$ cat src/rtl/axi_defines.svh
// ==========================================================================
// AXI memory subsystem build parameters
// Bus widths, channel FIFO configuration and memory size
// ==========================================================================
`ifndef AXI_DEFINES_SVH
`define AXI_DEFINES_SVH

// Bus widths in bits
`define AXI_ADDR_WIDTH 16
`define AXI_DATA_WIDTH 32
`define AXI_ID_WIDTH 4

// Channel buffering
`define AXI_FIFO_DEPTH 2
`define AXI_FIFO_FALL_THROUGH 1'b0

`define MEM_WORDS 256

`endif
$ cat src/rtl/axi_pkg.sv
// ==========================================================================
// AXI channel types
// Single-beat channel payloads and response codes for the AXI subsystem
// ==========================================================================
`default_nettype none

`include "axi_defines.svh"

package axi_pkg;

  typedef logic [`AXI_ADDR_WIDTH-1:0] addr_t;
  typedef logic [`AXI_DATA_WIDTH-1:0] data_t;
  typedef logic [`AXI_DATA_WIDTH/8-1:0] strb_t;
  typedef logic [`AXI_ID_WIDTH-1:0] id_t;

  // EXOKAY and DECERR are never produced here
  typedef enum logic [1:0] {
    OKAY   = 2'b00,
    SLVERR = 2'b10
  } resp_e;

  typedef struct packed {
    id_t   id;
    addr_t addr;
  } aw_chan_t;

  typedef struct packed {
    data_t data;
    strb_t strb;
  } w_chan_t;

  typedef struct packed {
    id_t   id;
    resp_e resp;
  } b_chan_t;

  typedef struct packed {
    id_t   id;
    addr_t addr;
  } ar_chan_t;

  typedef struct packed {
    id_t   id;
    data_t data;
    resp_e resp;
  } r_chan_t;

endpackage

`default_nettype wire

$ cat src/rtl/axi_bus_if.sv
// ==========================================================================
// AXI channel bundle
// Five valid/ready channels with manager and subordinate views
// ==========================================================================
`timescale 1ns/100ps
`default_nettype none

interface axi_bus_if;

  import axi_pkg::*;

  // Request channels
  logic     aw_valid;
  logic     aw_ready;
  aw_chan_t aw;

  logic     w_valid;
  logic     w_ready;
  w_chan_t  w;

  logic     ar_valid;
  logic     ar_ready;
  ar_chan_t ar;

  // Response channels
  logic     b_valid;
  logic     b_ready;
  b_chan_t  b;

  logic     r_valid;
  logic     r_ready;
  r_chan_t  r;

  modport mgr (
    output aw_valid, aw, w_valid, w, ar_valid, ar, b_ready, r_ready,
    input  aw_ready, w_ready, ar_ready, b_valid, b, r_valid, r
  );

  modport sbr (
    input  aw_valid, aw, w_valid, w, ar_valid, ar, b_ready, r_ready,
    output aw_ready, w_ready, ar_ready, b_valid, b, r_valid, r
  );

endinterface

`default_nettype wire

$ cat src/rtl/axi_fifo.sv
// ==========================================================================
// AXI channel FIFO
// Buffers aw, w and ar downstream and b and r upstream, one fifo_v3 per
// channel, cutting all combinational paths between the two sides
// ==========================================================================
`timescale 1ns/100ps
`default_nettype none

module axi_fifo #(
  parameter int unsigned DEPTH        = 1,
  parameter bit          FALL_THROUGH = 1'b0
) (
  input  logic clk_i,
  input  logic rst_n_i,
  axi_bus_if.sbr sbr,
  axi_bus_if.mgr mgr
);

  import axi_pkg::*;

  logic aw_full, w_full, ar_full, b_full, r_full;
  logic aw_empty, w_empty, ar_empty, b_empty, r_empty;

  // Input side accepts while there is room
  assign sbr.aw_ready = ~aw_full;
  assign sbr.w_ready  = ~w_full;
  assign sbr.ar_ready = ~ar_full;
  assign mgr.b_ready  = ~b_full;
  assign mgr.r_ready  = ~r_full;

  // Output side presents whatever is stored
  assign mgr.aw_valid = ~aw_empty;
  assign mgr.w_valid  = ~w_empty;
  assign mgr.ar_valid = ~ar_empty;
  assign sbr.b_valid  = ~b_empty;
  assign sbr.r_valid  = ~r_empty;

  fifo_v3 #(.DEPTH(DEPTH), .FALL_THROUGH(FALL_THROUGH), .dtype(aw_chan_t)) i_aw_fifo (
    .clk_i   (clk_i),
    .rst_n_i (rst_n_i),
    .push_i  (sbr.aw_valid & sbr.aw_ready),
    .data_i  (sbr.aw),
    .pop_i   (mgr.aw_valid & mgr.aw_ready),
    .data_o  (mgr.aw),
    .full_o  (aw_full),
    .empty_o (aw_empty)
  );

  fifo_v3 #(.DEPTH(DEPTH), .FALL_THROUGH(FALL_THROUGH), .dtype(w_chan_t)) i_w_fifo (
    .clk_i   (clk_i),
    .rst_n_i (rst_n_i),
    .push_i  (sbr.w_valid & sbr.w_ready),
    .data_i  (sbr.w),
    .pop_i   (mgr.w_valid & mgr.w_ready),
    .data_o  (mgr.w),
    .full_o  (w_full),
    .empty_o (w_empty)
  );

  fifo_v3 #(.DEPTH(DEPTH), .FALL_THROUGH(FALL_THROUGH), .dtype(ar_chan_t)) i_ar_fifo (
    .clk_i   (clk_i),
    .rst_n_i (rst_n_i),
    .push_i  (sbr.ar_valid & sbr.ar_ready),
    .data_i  (sbr.ar),
    .pop_i   (mgr.ar_valid & mgr.ar_ready),
    .data_o  (mgr.ar),
    .full_o  (ar_full),
    .empty_o (ar_empty)
  );

  // Response channels run the other way
  fifo_v3 #(.DEPTH(DEPTH), .FALL_THROUGH(FALL_THROUGH), .dtype(b_chan_t)) i_b_fifo (
    .clk_i   (clk_i),
    .rst_n_i (rst_n_i),
    .push_i  (mgr.b_valid & mgr.b_ready),
    .data_i  (mgr.b),
    .pop_i   (sbr.b_valid & sbr.b_ready),
    .data_o  (sbr.b),
    .full_o  (b_full),
    .empty_o (b_empty)
  );

  fifo_v3 #(.DEPTH(DEPTH), .FALL_THROUGH(FALL_THROUGH), .dtype(r_chan_t)) i_r_fifo (
    .clk_i   (clk_i),
    .rst_n_i (rst_n_i),
    .push_i  (mgr.r_valid & mgr.r_ready),
    .data_i  (mgr.r),
    .pop_i   (sbr.r_valid & sbr.r_ready),
    .data_o  (sbr.r),
    .full_o  (r_full),
    .empty_o (r_empty)
  );

endmodule

`default_nettype wire

$ cat src/rtl/fifo_v3.sv
// ==========================================================================
// Generic typed FIFO
// Circular buffer with occupancy counter, full and empty flags, and an
// optional fall-through mode for a zero-latency path when empty
// ==========================================================================
`timescale 1ns/100ps
`default_nettype none

module fifo_v3 #(
  parameter int unsigned DEPTH        = 2,
  parameter bit          FALL_THROUGH = 1'b0,
  parameter type         dtype        = logic
) (
  input  logic clk_i,
  input  logic rst_n_i,
  input  logic push_i,
  input  dtype data_i,
  input  logic pop_i,
  output dtype data_o,
  output logic full_o,
  output logic empty_o
);

  localparam int unsigned PTR_W = (DEPTH > 1) ? $clog2(DEPTH) : 1;
  localparam int unsigned CNT_W = $clog2(DEPTH + 1);

  dtype             mem_q [DEPTH];
  logic [PTR_W-1:0] wr_ptr_q;
  logic [PTR_W-1:0] rd_ptr_q;
  logic [CNT_W-1:0] count_q;
  logic             is_empty;
  logic             bypass;
  logic             do_push;
  logic             do_pop;

  assign is_empty = (count_q == '0);
  assign full_o   = (count_q == CNT_W'(DEPTH));

  // In fall-through mode a push into an empty FIFO is visible at once
  assign empty_o  = is_empty & ~(FALL_THROUGH & push_i);
  assign data_o   = (FALL_THROUGH && is_empty) ? data_i : mem_q[rd_ptr_q];

  // Item passes straight through, storage untouched
  assign bypass  = FALL_THROUGH & is_empty & push_i & pop_i;
  assign do_push = push_i & ~full_o & ~bypass;
  assign do_pop  = pop_i & ~empty_o & ~bypass;

  always_ff @(posedge clk_i or negedge rst_n_i) begin
    if (!rst_n_i) begin
      wr_ptr_q <= '0;
      rd_ptr_q <= '0;
      count_q  <= '0;
    end else begin
      if (do_push) begin
        if (wr_ptr_q == PTR_W'(DEPTH - 1)) begin
          wr_ptr_q <= '0;
        end else begin
          wr_ptr_q <= wr_ptr_q + 1'b1;
        end
      end
      if (do_pop) begin
        if (rd_ptr_q == PTR_W'(DEPTH - 1)) begin
          rd_ptr_q <= '0;
        end else begin
          rd_ptr_q <= rd_ptr_q + 1'b1;
        end
      end
      count_q <= count_q + CNT_W'(do_push) - CNT_W'(do_pop);
    end
  end

  always_ff @(posedge clk_i) begin
    if (do_push) begin
      mem_q[wr_ptr_q] <= data_i;
    end
  end

endmodule

`default_nettype wire

$ cat src/flat_wrapper.sv
// flat-port wrapper written by rule: the top's interface ports become plain ports
module axi_fifo_flat import axi_pkg::*;
#(
  parameter int unsigned DEPTH        = 1,
  parameter bit          FALL_THROUGH = 1'b0
)
  (clk_i, rst_n_i, sbr_aw_valid, sbr_aw, sbr_w_valid, sbr_w, sbr_ar_valid, sbr_ar, sbr_b_ready, sbr_r_ready, sbr_aw_ready, sbr_w_ready, sbr_ar_ready, sbr_b_valid, sbr_b, sbr_r_valid, sbr_r, mgr_aw_valid, mgr_aw, mgr_w_valid, mgr_w, mgr_ar_valid, mgr_ar, mgr_b_ready, mgr_r_ready, mgr_aw_ready, mgr_w_ready, mgr_ar_ready, mgr_b_valid, mgr_b, mgr_r_valid, mgr_r);
  axi_bus_if sbr_i ();
  axi_bus_if mgr_i ();
  input  logic clk_i;
  input  logic rst_n_i;
  input wire logic [$bits(sbr_i.aw_valid)-1:0] sbr_aw_valid;
  input wire logic [$bits(sbr_i.aw)-1:0] sbr_aw;
  input wire logic [$bits(sbr_i.w_valid)-1:0] sbr_w_valid;
  input wire logic [$bits(sbr_i.w)-1:0] sbr_w;
  input wire logic [$bits(sbr_i.ar_valid)-1:0] sbr_ar_valid;
  input wire logic [$bits(sbr_i.ar)-1:0] sbr_ar;
  input wire logic [$bits(sbr_i.b_ready)-1:0] sbr_b_ready;
  input wire logic [$bits(sbr_i.r_ready)-1:0] sbr_r_ready;
  output wire logic [$bits(sbr_i.aw_ready)-1:0] sbr_aw_ready;
  output wire logic [$bits(sbr_i.w_ready)-1:0] sbr_w_ready;
  output wire logic [$bits(sbr_i.ar_ready)-1:0] sbr_ar_ready;
  output wire logic [$bits(sbr_i.b_valid)-1:0] sbr_b_valid;
  output wire logic [$bits(sbr_i.b)-1:0] sbr_b;
  output wire logic [$bits(sbr_i.r_valid)-1:0] sbr_r_valid;
  output wire logic [$bits(sbr_i.r)-1:0] sbr_r;
  output wire logic [$bits(mgr_i.aw_valid)-1:0] mgr_aw_valid;
  output wire logic [$bits(mgr_i.aw)-1:0] mgr_aw;
  output wire logic [$bits(mgr_i.w_valid)-1:0] mgr_w_valid;
  output wire logic [$bits(mgr_i.w)-1:0] mgr_w;
  output wire logic [$bits(mgr_i.ar_valid)-1:0] mgr_ar_valid;
  output wire logic [$bits(mgr_i.ar)-1:0] mgr_ar;
  output wire logic [$bits(mgr_i.b_ready)-1:0] mgr_b_ready;
  output wire logic [$bits(mgr_i.r_ready)-1:0] mgr_r_ready;
  input wire logic [$bits(mgr_i.aw_ready)-1:0] mgr_aw_ready;
  input wire logic [$bits(mgr_i.w_ready)-1:0] mgr_w_ready;
  input wire logic [$bits(mgr_i.ar_ready)-1:0] mgr_ar_ready;
  input wire logic [$bits(mgr_i.b_valid)-1:0] mgr_b_valid;
  input wire logic [$bits(mgr_i.b)-1:0] mgr_b;
  input wire logic [$bits(mgr_i.r_valid)-1:0] mgr_r_valid;
  input wire logic [$bits(mgr_i.r)-1:0] mgr_r;
  assign sbr_i.aw_valid = sbr_aw_valid;
  assign sbr_i.aw = sbr_aw;
  assign sbr_i.w_valid = sbr_w_valid;
  assign sbr_i.w = sbr_w;
  assign sbr_i.ar_valid = sbr_ar_valid;
  assign sbr_i.ar = sbr_ar;
  assign sbr_i.b_ready = sbr_b_ready;
  assign sbr_i.r_ready = sbr_r_ready;
  assign sbr_aw_ready = sbr_i.aw_ready;
  assign sbr_w_ready = sbr_i.w_ready;
  assign sbr_ar_ready = sbr_i.ar_ready;
  assign sbr_b_valid = sbr_i.b_valid;
  assign sbr_b = sbr_i.b;
  assign sbr_r_valid = sbr_i.r_valid;
  assign sbr_r = sbr_i.r;
  assign mgr_aw_valid = mgr_i.aw_valid;
  assign mgr_aw = mgr_i.aw;
  assign mgr_w_valid = mgr_i.w_valid;
  assign mgr_w = mgr_i.w;
  assign mgr_ar_valid = mgr_i.ar_valid;
  assign mgr_ar = mgr_i.ar;
  assign mgr_b_ready = mgr_i.b_ready;
  assign mgr_r_ready = mgr_i.r_ready;
  assign mgr_i.aw_ready = mgr_aw_ready;
  assign mgr_i.w_ready = mgr_w_ready;
  assign mgr_i.ar_ready = mgr_ar_ready;
  assign mgr_i.b_valid = mgr_b_valid;
  assign mgr_i.b = mgr_b;
  assign mgr_i.r_valid = mgr_r_valid;
  assign mgr_i.r = mgr_r;
  axi_fifo #(.DEPTH(DEPTH), .FALL_THROUGH(FALL_THROUGH)) u_core (.clk_i(clk_i), .rst_n_i(rst_n_i), .sbr(sbr_i), .mgr(mgr_i));
endmodule
$ cat config.mk
export PLATFORM = sky130hd
export DESIGN_NAME = axi_fifo_flat
export DESIGN_NICKNAME = d
export VERILOG_FILES = /design/src/rtl/axi_pkg.sv /design/src/rtl/axi_bus_if.sv /design/src/rtl/axi_fifo.sv /design/src/rtl/fifo_v3.sv /design/src/flat_wrapper.sv
export VERILOG_INCLUDE_DIRS = /design/src /design/src/rtl
export SDC_FILE = /design/constraint.sdc
export NUM_CORES = 1
export LEC_CHECK = 0
export BUFFER_PORTS_ARGS = -buffer_cell sky130_fd_sc_hd__buf_2
export CORE_MARGIN = 8
export CORE_UTILIZATION = 44
export DETAILED_ROUTE_END_ITERATION = 16
export HOLD_SLACK_MARGIN = 0.06
export PLACE_DENSITY = 0.82
export SYNTH_ARGS = -nofsm -noshare
export SYNTH_HDL_FRONTEND = slang
export SYNTH_SLANG_ARGS = --single-unit
$ cat constraint.sdc
create_clock -name clk_i -period 4.9 [get_ports clk_i]
set_clock_uncertainty 0.05 [all_clocks]
set_input_delay 0.735 -clock clk_i [delete_from_list [all_inputs] [get_ports clk_i]]
set_output_delay 0.735 -clock clk_i [all_outputs]
set_load 0.01 [all_outputs]
# Yosys cells after proc, flatten, opt, wreduce, memory -nomap -nowiden
# Memory sizes are Yosys's and may differ from the RTL's.
# Index checks and enable logic that the tools add are counted.
[totals]
reg_bits = 5
latch_bits = 0
ramBits = 120
romBits = 0
output_inout_bits = 130
n_memories = 5
[mem_list]
columns = ["memory", "words", "word_bits", "rd", "rd_ports_with_merged_regs", "write_ports", "line_no", "source"]
rows = [
  ["u_core.i_r_fifo.mem_q", 1, 38, 1, 0, 1, "fifo_v3.sv:27", "dtype mem_q [DEPTH];"],
  ["u_core.i_w_fifo.mem_q", 1, 36, 1, 0, 1, "fifo_v3.sv:27", ""],
  ["u_core.i_ar_fifo.mem_q", 1, 20, 1, 0, 1, "fifo_v3.sv:27", ""],
  ["u_core.i_aw_fifo.mem_q", 1, 20, 1, 0, 1, "fifo_v3.sv:27", ""],
  ["u_core.i_b_fifo.mem_q", 1, 6, 1, 0, 1, "fifo_v3.sv:27", ""],
]
[op_classes]
add_sub_neg = 10
multipliers = 0
div = 0
magnitude_cmp = 0
n_eq_ne = 0
n_shift = 0
muxes = 10
bitwise = 25
reduce_logical = 0
[op_table]
columns = ["operator", "n"]
rows = [
  ["$and A1 B1 Y1", 20],
  ["$mux W1", 10],
  ["$add A1 B1 Y1", 5],
  ["$not A1 Y1", 5],
  ["$sub A1 B1 Y1", 5],
]

# Depth between registers and ports, before layout
[depth]
ltp_word = 5
ltp_mapped = 2
ltp_nobuf = 2

# Hierarchy
# From an unflattened synthesis, not the netlist that was laid out.
[unflattened]
hier_cells = 160
area_unflattened_um2 = 3928.8
[by_module_without_submodules]
columns = ["module", "instances", "cells_per_inst", "area_per_inst_um2"]
rows = [
  ["fifo_v3 at u_core.i_ar_fifo ...", 2, 24, 645.6],
  ["fifo_v3 at u_core.i_r_fifo", 1, 42, 1186.1],
  ["fifo_v3 at u_core.i_w_fifo", 1, 40, 1126.1],
  ["fifo_v3 at u_core.i_b_fifo", 1, 10, 225.2],
  ["axi_fifo", 1, 20, 100.1],
]

# Least setup slack after synthesis
# Ideal clock, no wire load.
[synth_path]
kind = "input port to flip-flop"
from = "input mgr_r_valid"
to = "memory u_core.i_r_fifo.mem_q[0][0] (netlist name), enable pin"
arrival_time_ps = 1780
required_time_ps = 4446
setup_slack_ps = 2667
path_stages = 1
path_buffers = 0
cell_sequence = "nor2b_2"
[synth_between]
elab_chain_len = 4
[synth_rtl]
columns = ["element", "line_no", "source"]
rows = [
  ["from (decl)", "flat_wrapper.sv:40", "input wire logic [$bits(mgr_i.r_valid)-1:0] mgr_r_valid;"],
  ["$and A1 B1 Y1", "axi_fifo.sv:86", ".push_i (mgr.r_valid & mgr.r_ready),"],
  ["$and A1 B1 Y1", "fifo_v3.sv:45", "assign do_push = push_i & ~full_o & ~bypass;"],
  ["$mux W1", "fifo_v3.sv:73", "if (do_push) begin"],
  ["$mux W1 (implied by the code)", "fifo_v3.sv:74", "mem_q[wr_ptr_q] <= data_i;"],
  ["to (decl)", "fifo_v3.sv:27", ""],
]
# No other way between the ends.

# Worst setup path in the final report
[layout_path]
from = "register u_core.i_w_fifo.count_q, in the netlist u_core.i_w_fifo.full_o"
to = "output sbr_w_ready"
[layout_between]
elab_chain_len = 1
[layout_rtl]
columns = ["element", "line_no", "source"]
rows = [
  ["from (decl)", "fifo_v3.sv:30", "logic [CNT_W-1:0] count_q;"],
  ["from (signal assigned)", "fifo_v3.sv:68", "count_q <= count_q + CNT_W'(do_push) - CNT_W'(do_pop);"],
  ["$not A1 Y1", "axi_fifo.sv:26", "assign sbr.w_ready = ~w_full;"],
  ["to (decl)", "flat_wrapper.sv:21", "output wire logic [$bits(sbr_i.w_ready)-1:0] sbr_w_ready;"],
]
# No other way between the ends.

==> run_results.csv <==
group,metric,value,unit
run_status,status,"completed",
clock_tree,cts_resized,0,
detailed_routing,viasPerCell,4.52,
placement,gp_congestion,0.740,
layout,layout_common_cells,"261 x buf_2, 120 x edfxtp_1, 16 x clkbuf_16",
placement,port_buffers,261,
detailed_routing,drt_iter0_markers,87,
clock_tree,ctsHoldBuffers,1,
clock_tree,path_clk_slew,60,ps
yosys,ys_types,5,
detailed_routing,drc,0,
floorplan,die_height,109,um
floorplan,chipWidth,109,um
global_route,grt_pass1_wl,15100,um
yosys,avgSynthCellArea,27.3,sq um
clock_tree,cts_buffer_depth,2,
layout,layout_commonest_cell,"buf_2",
timing,report.final.slew_viol_count,0,
timing,rsz0062_at_grt,"false",
floorplan,io-pin-count,262,
timing,finalHoldViolCount,0,
clock_tree,cts_tree,"yes",
floorplan,die_area,0.0119,sq mm
power,comb_power_share,8.0,%
power,p_seq_share,45.1,%
timing,final.period_utilization,38.8,%
detailed_routing,detail-route-antenna-nets,0,
yosys,netlist_area,0.00383,sq mm
power,p_leak,2.60,nW
worst_setup_path,critPathLaunchType,"flop",
worst_setup_path,critPathKind,"flop to primary output",
yosys,syn_inst,140,
worst_setup_path,worstPathArrival,1120,ps
power,power_density,484,mW/mm^2
layout,final_nets,553,
worst_setup_path,worstPathRequired,4120,ps
yosys,synth_area_leaders,"edfxtp_1 94%, dfrtp_1 3.3%, nor2b_2 1.1%",
global_route,grt_overflow,0,
timing,whs,357,ps
clock_tree,cts_buffers,17,
flow_run,maxCapViolations,0,
power,p_sw,0.623,mW
power,clock_power_share,46.9,%
timing,tightest_slew,1050,ps
worst_setup_path,endpoint_kind,"primary output",
global_route,grt_max_degree,40,
detailed_routing,num_vias,2450,
worst_hold_path,min_path_type,"primary input to flop",
yosys,synth_top_area_share,94.1,%
detailed_routing,wl,10900,um
yosys,yosysWarnings,0,
worst_setup_path,cp_max_fo,3,
power,netSwitchingFraction,21.6,%
layout,syn2layout_area_growth,55.1,%
global_route,grt_antenna_before_repair,0,
layout,drive_gt1_share,69.8,%
global_route,grt_util_all_layers,17.6,%
yosys,synth_top_cell_by_area,"edfxtp_1",
floorplan,core_area,0.00859,sq mm
clock_tree,numClockSinks,125,
floorplan,rows,34,
power,peakVddDrop,0.266,mV
detailed_routing,firstDrtPassIters,4,
timing,slew-limit-headroom,30.2,%
clock_tree,cts_post_setup_buffers_inserted,0,
yosys,ys_seq_elements,125,
clock_tree,cts-htree-levels,4,
yosys,synth_nets,272,
global_route,grt_pass1_vias,2732,
floorplan,start_util,44.6,%
layout,fillers,587,
timing,setup_tns,0,ps
layout,antenna_cells,0,
clock_tree,clockRootBuffer,"clkbuf_8",
timing,fin_crit,1900,ps
timing,fmax,0.526,GHz
timing,finalSetupViolCount,0,
yosys,yosysSeqAreaShare,97.4,%
clock_tree,clock_latency,490,ps
detailed_routing,drt-wirelength-per-cell,20.2,um
power,internal_power,2.25,mW
## logic make-up after synthesis
family	Yosys count	share of synthesized area (%)
flops	125	97.4
compound gates	5	0.980
buf+inv	5	0.490
simple gates	5	1.14
## synthesized netlist by cell type
| library cell | count |
|---|---|
| inv_2 | 5 |
| dfrtp_1 | 5 |
| edfxtp_1 | 120 |
| o21bai_1 | 5 |
| nor2b_2 | 5 |
## power by group through the flow
| stage | combinational, mW | clock, mW | sequential, mW |
|---|---|---|---|
| after floorplan | 0.0418 | 0 | 1.36 |
| after global placement | 0.227 | 0 | 1.31 |
| after detailed placement | 0.235 | 0 | 1.32 |
| after CTS | 0.236 | 1.37 | 1.30 |
| after global routing | 0.249 | 1.41 | 1.30 |
| final | 0.230 | 1.35 | 1.30 |
## critical path: stages, from the launching register on
cell and delay, ps:
dfrtp_1 420, inv_2 70, buf_2 140
## cell type report
cell class | instances | area (sq um) | share of cell area, %
clock buffers | 17 | 414 | 6.97
repair buffers | 262 | 1320 | 22.2
inverters | 5 | 18.8 | 0.316
clock inverters | 15 | 234 | 3.94
multi-input cells | 10 | 91.3 | 1.54
well taps | 108 | 135 | 2.28
flip-flops and latches | 125 | 3730 | 62.8
## worst paths after layout
path	startpoint	to	slack (ps)	cells after the start
max	u_core.i_w_fifo.full_o	sbr_w_ready	3000	2
min	mgr_aw_ready	u_core.i_aw_fifo.full_o	360	2
max reg2reg	u_core.i_r_fifo.full_o	u_core.i_r_fifo.mem_q[0][12]	3210	1
min reg2reg	u_core.i_b_fifo.full_o	u_core.i_b_fifo.full_o	530	2
max in group asynchronous	rst_n_i	u_core.i_r_fifo.full_o	4110	2
min in group asynchronous	rst_n_i	u_core.i_ar_fifo.full_o	540	2
## stage by stage
stage	area [sq um]	instances	power (mW)	utilization, %	worst slack (ps)
2_1_floorplan	3830	140	1.40	-	2670
3_3_place_gp	5280	509	1.54	61.4	2860
3_5_place_dp	5280	509	1.55	61.4	2800
4_1_cts	5940	542	2.91	69.1	2960
5_1_grt	5940	542	2.97	69.1	2920
6_report	5940	542	2.88	69.1	3000
## registers in the layout, indices dropped and copies added (netlist names)
register and cells:
u_core.i_aw_fifo.full_o 1, u_core.i_r_fifo.mem_q 38, u_core.i_b_fifo.full_o 1, u_core.i_ar_fifo.mem_q 20, u_core.i_r_fifo.full_o 1, u_core.i_w_fifo.full_o 1
u_core.i_ar_fifo.full_o 1, u_core.i_w_fifo.mem_q 36, u_core.i_aw_fifo.mem_q 20, u_core.i_b_fifo.mem_q 6
## layer usage
metal  global-route usage [%]  up-vias  wire length (um)
met1                     16.6     1152              3550
met5                        0        -                 0
met2                     31.9      163              5830
met3                     8.45       12              1420
met4                     7.43        0               148
li1                         -     1123                 -
Power figures use the tool's default switching activity.
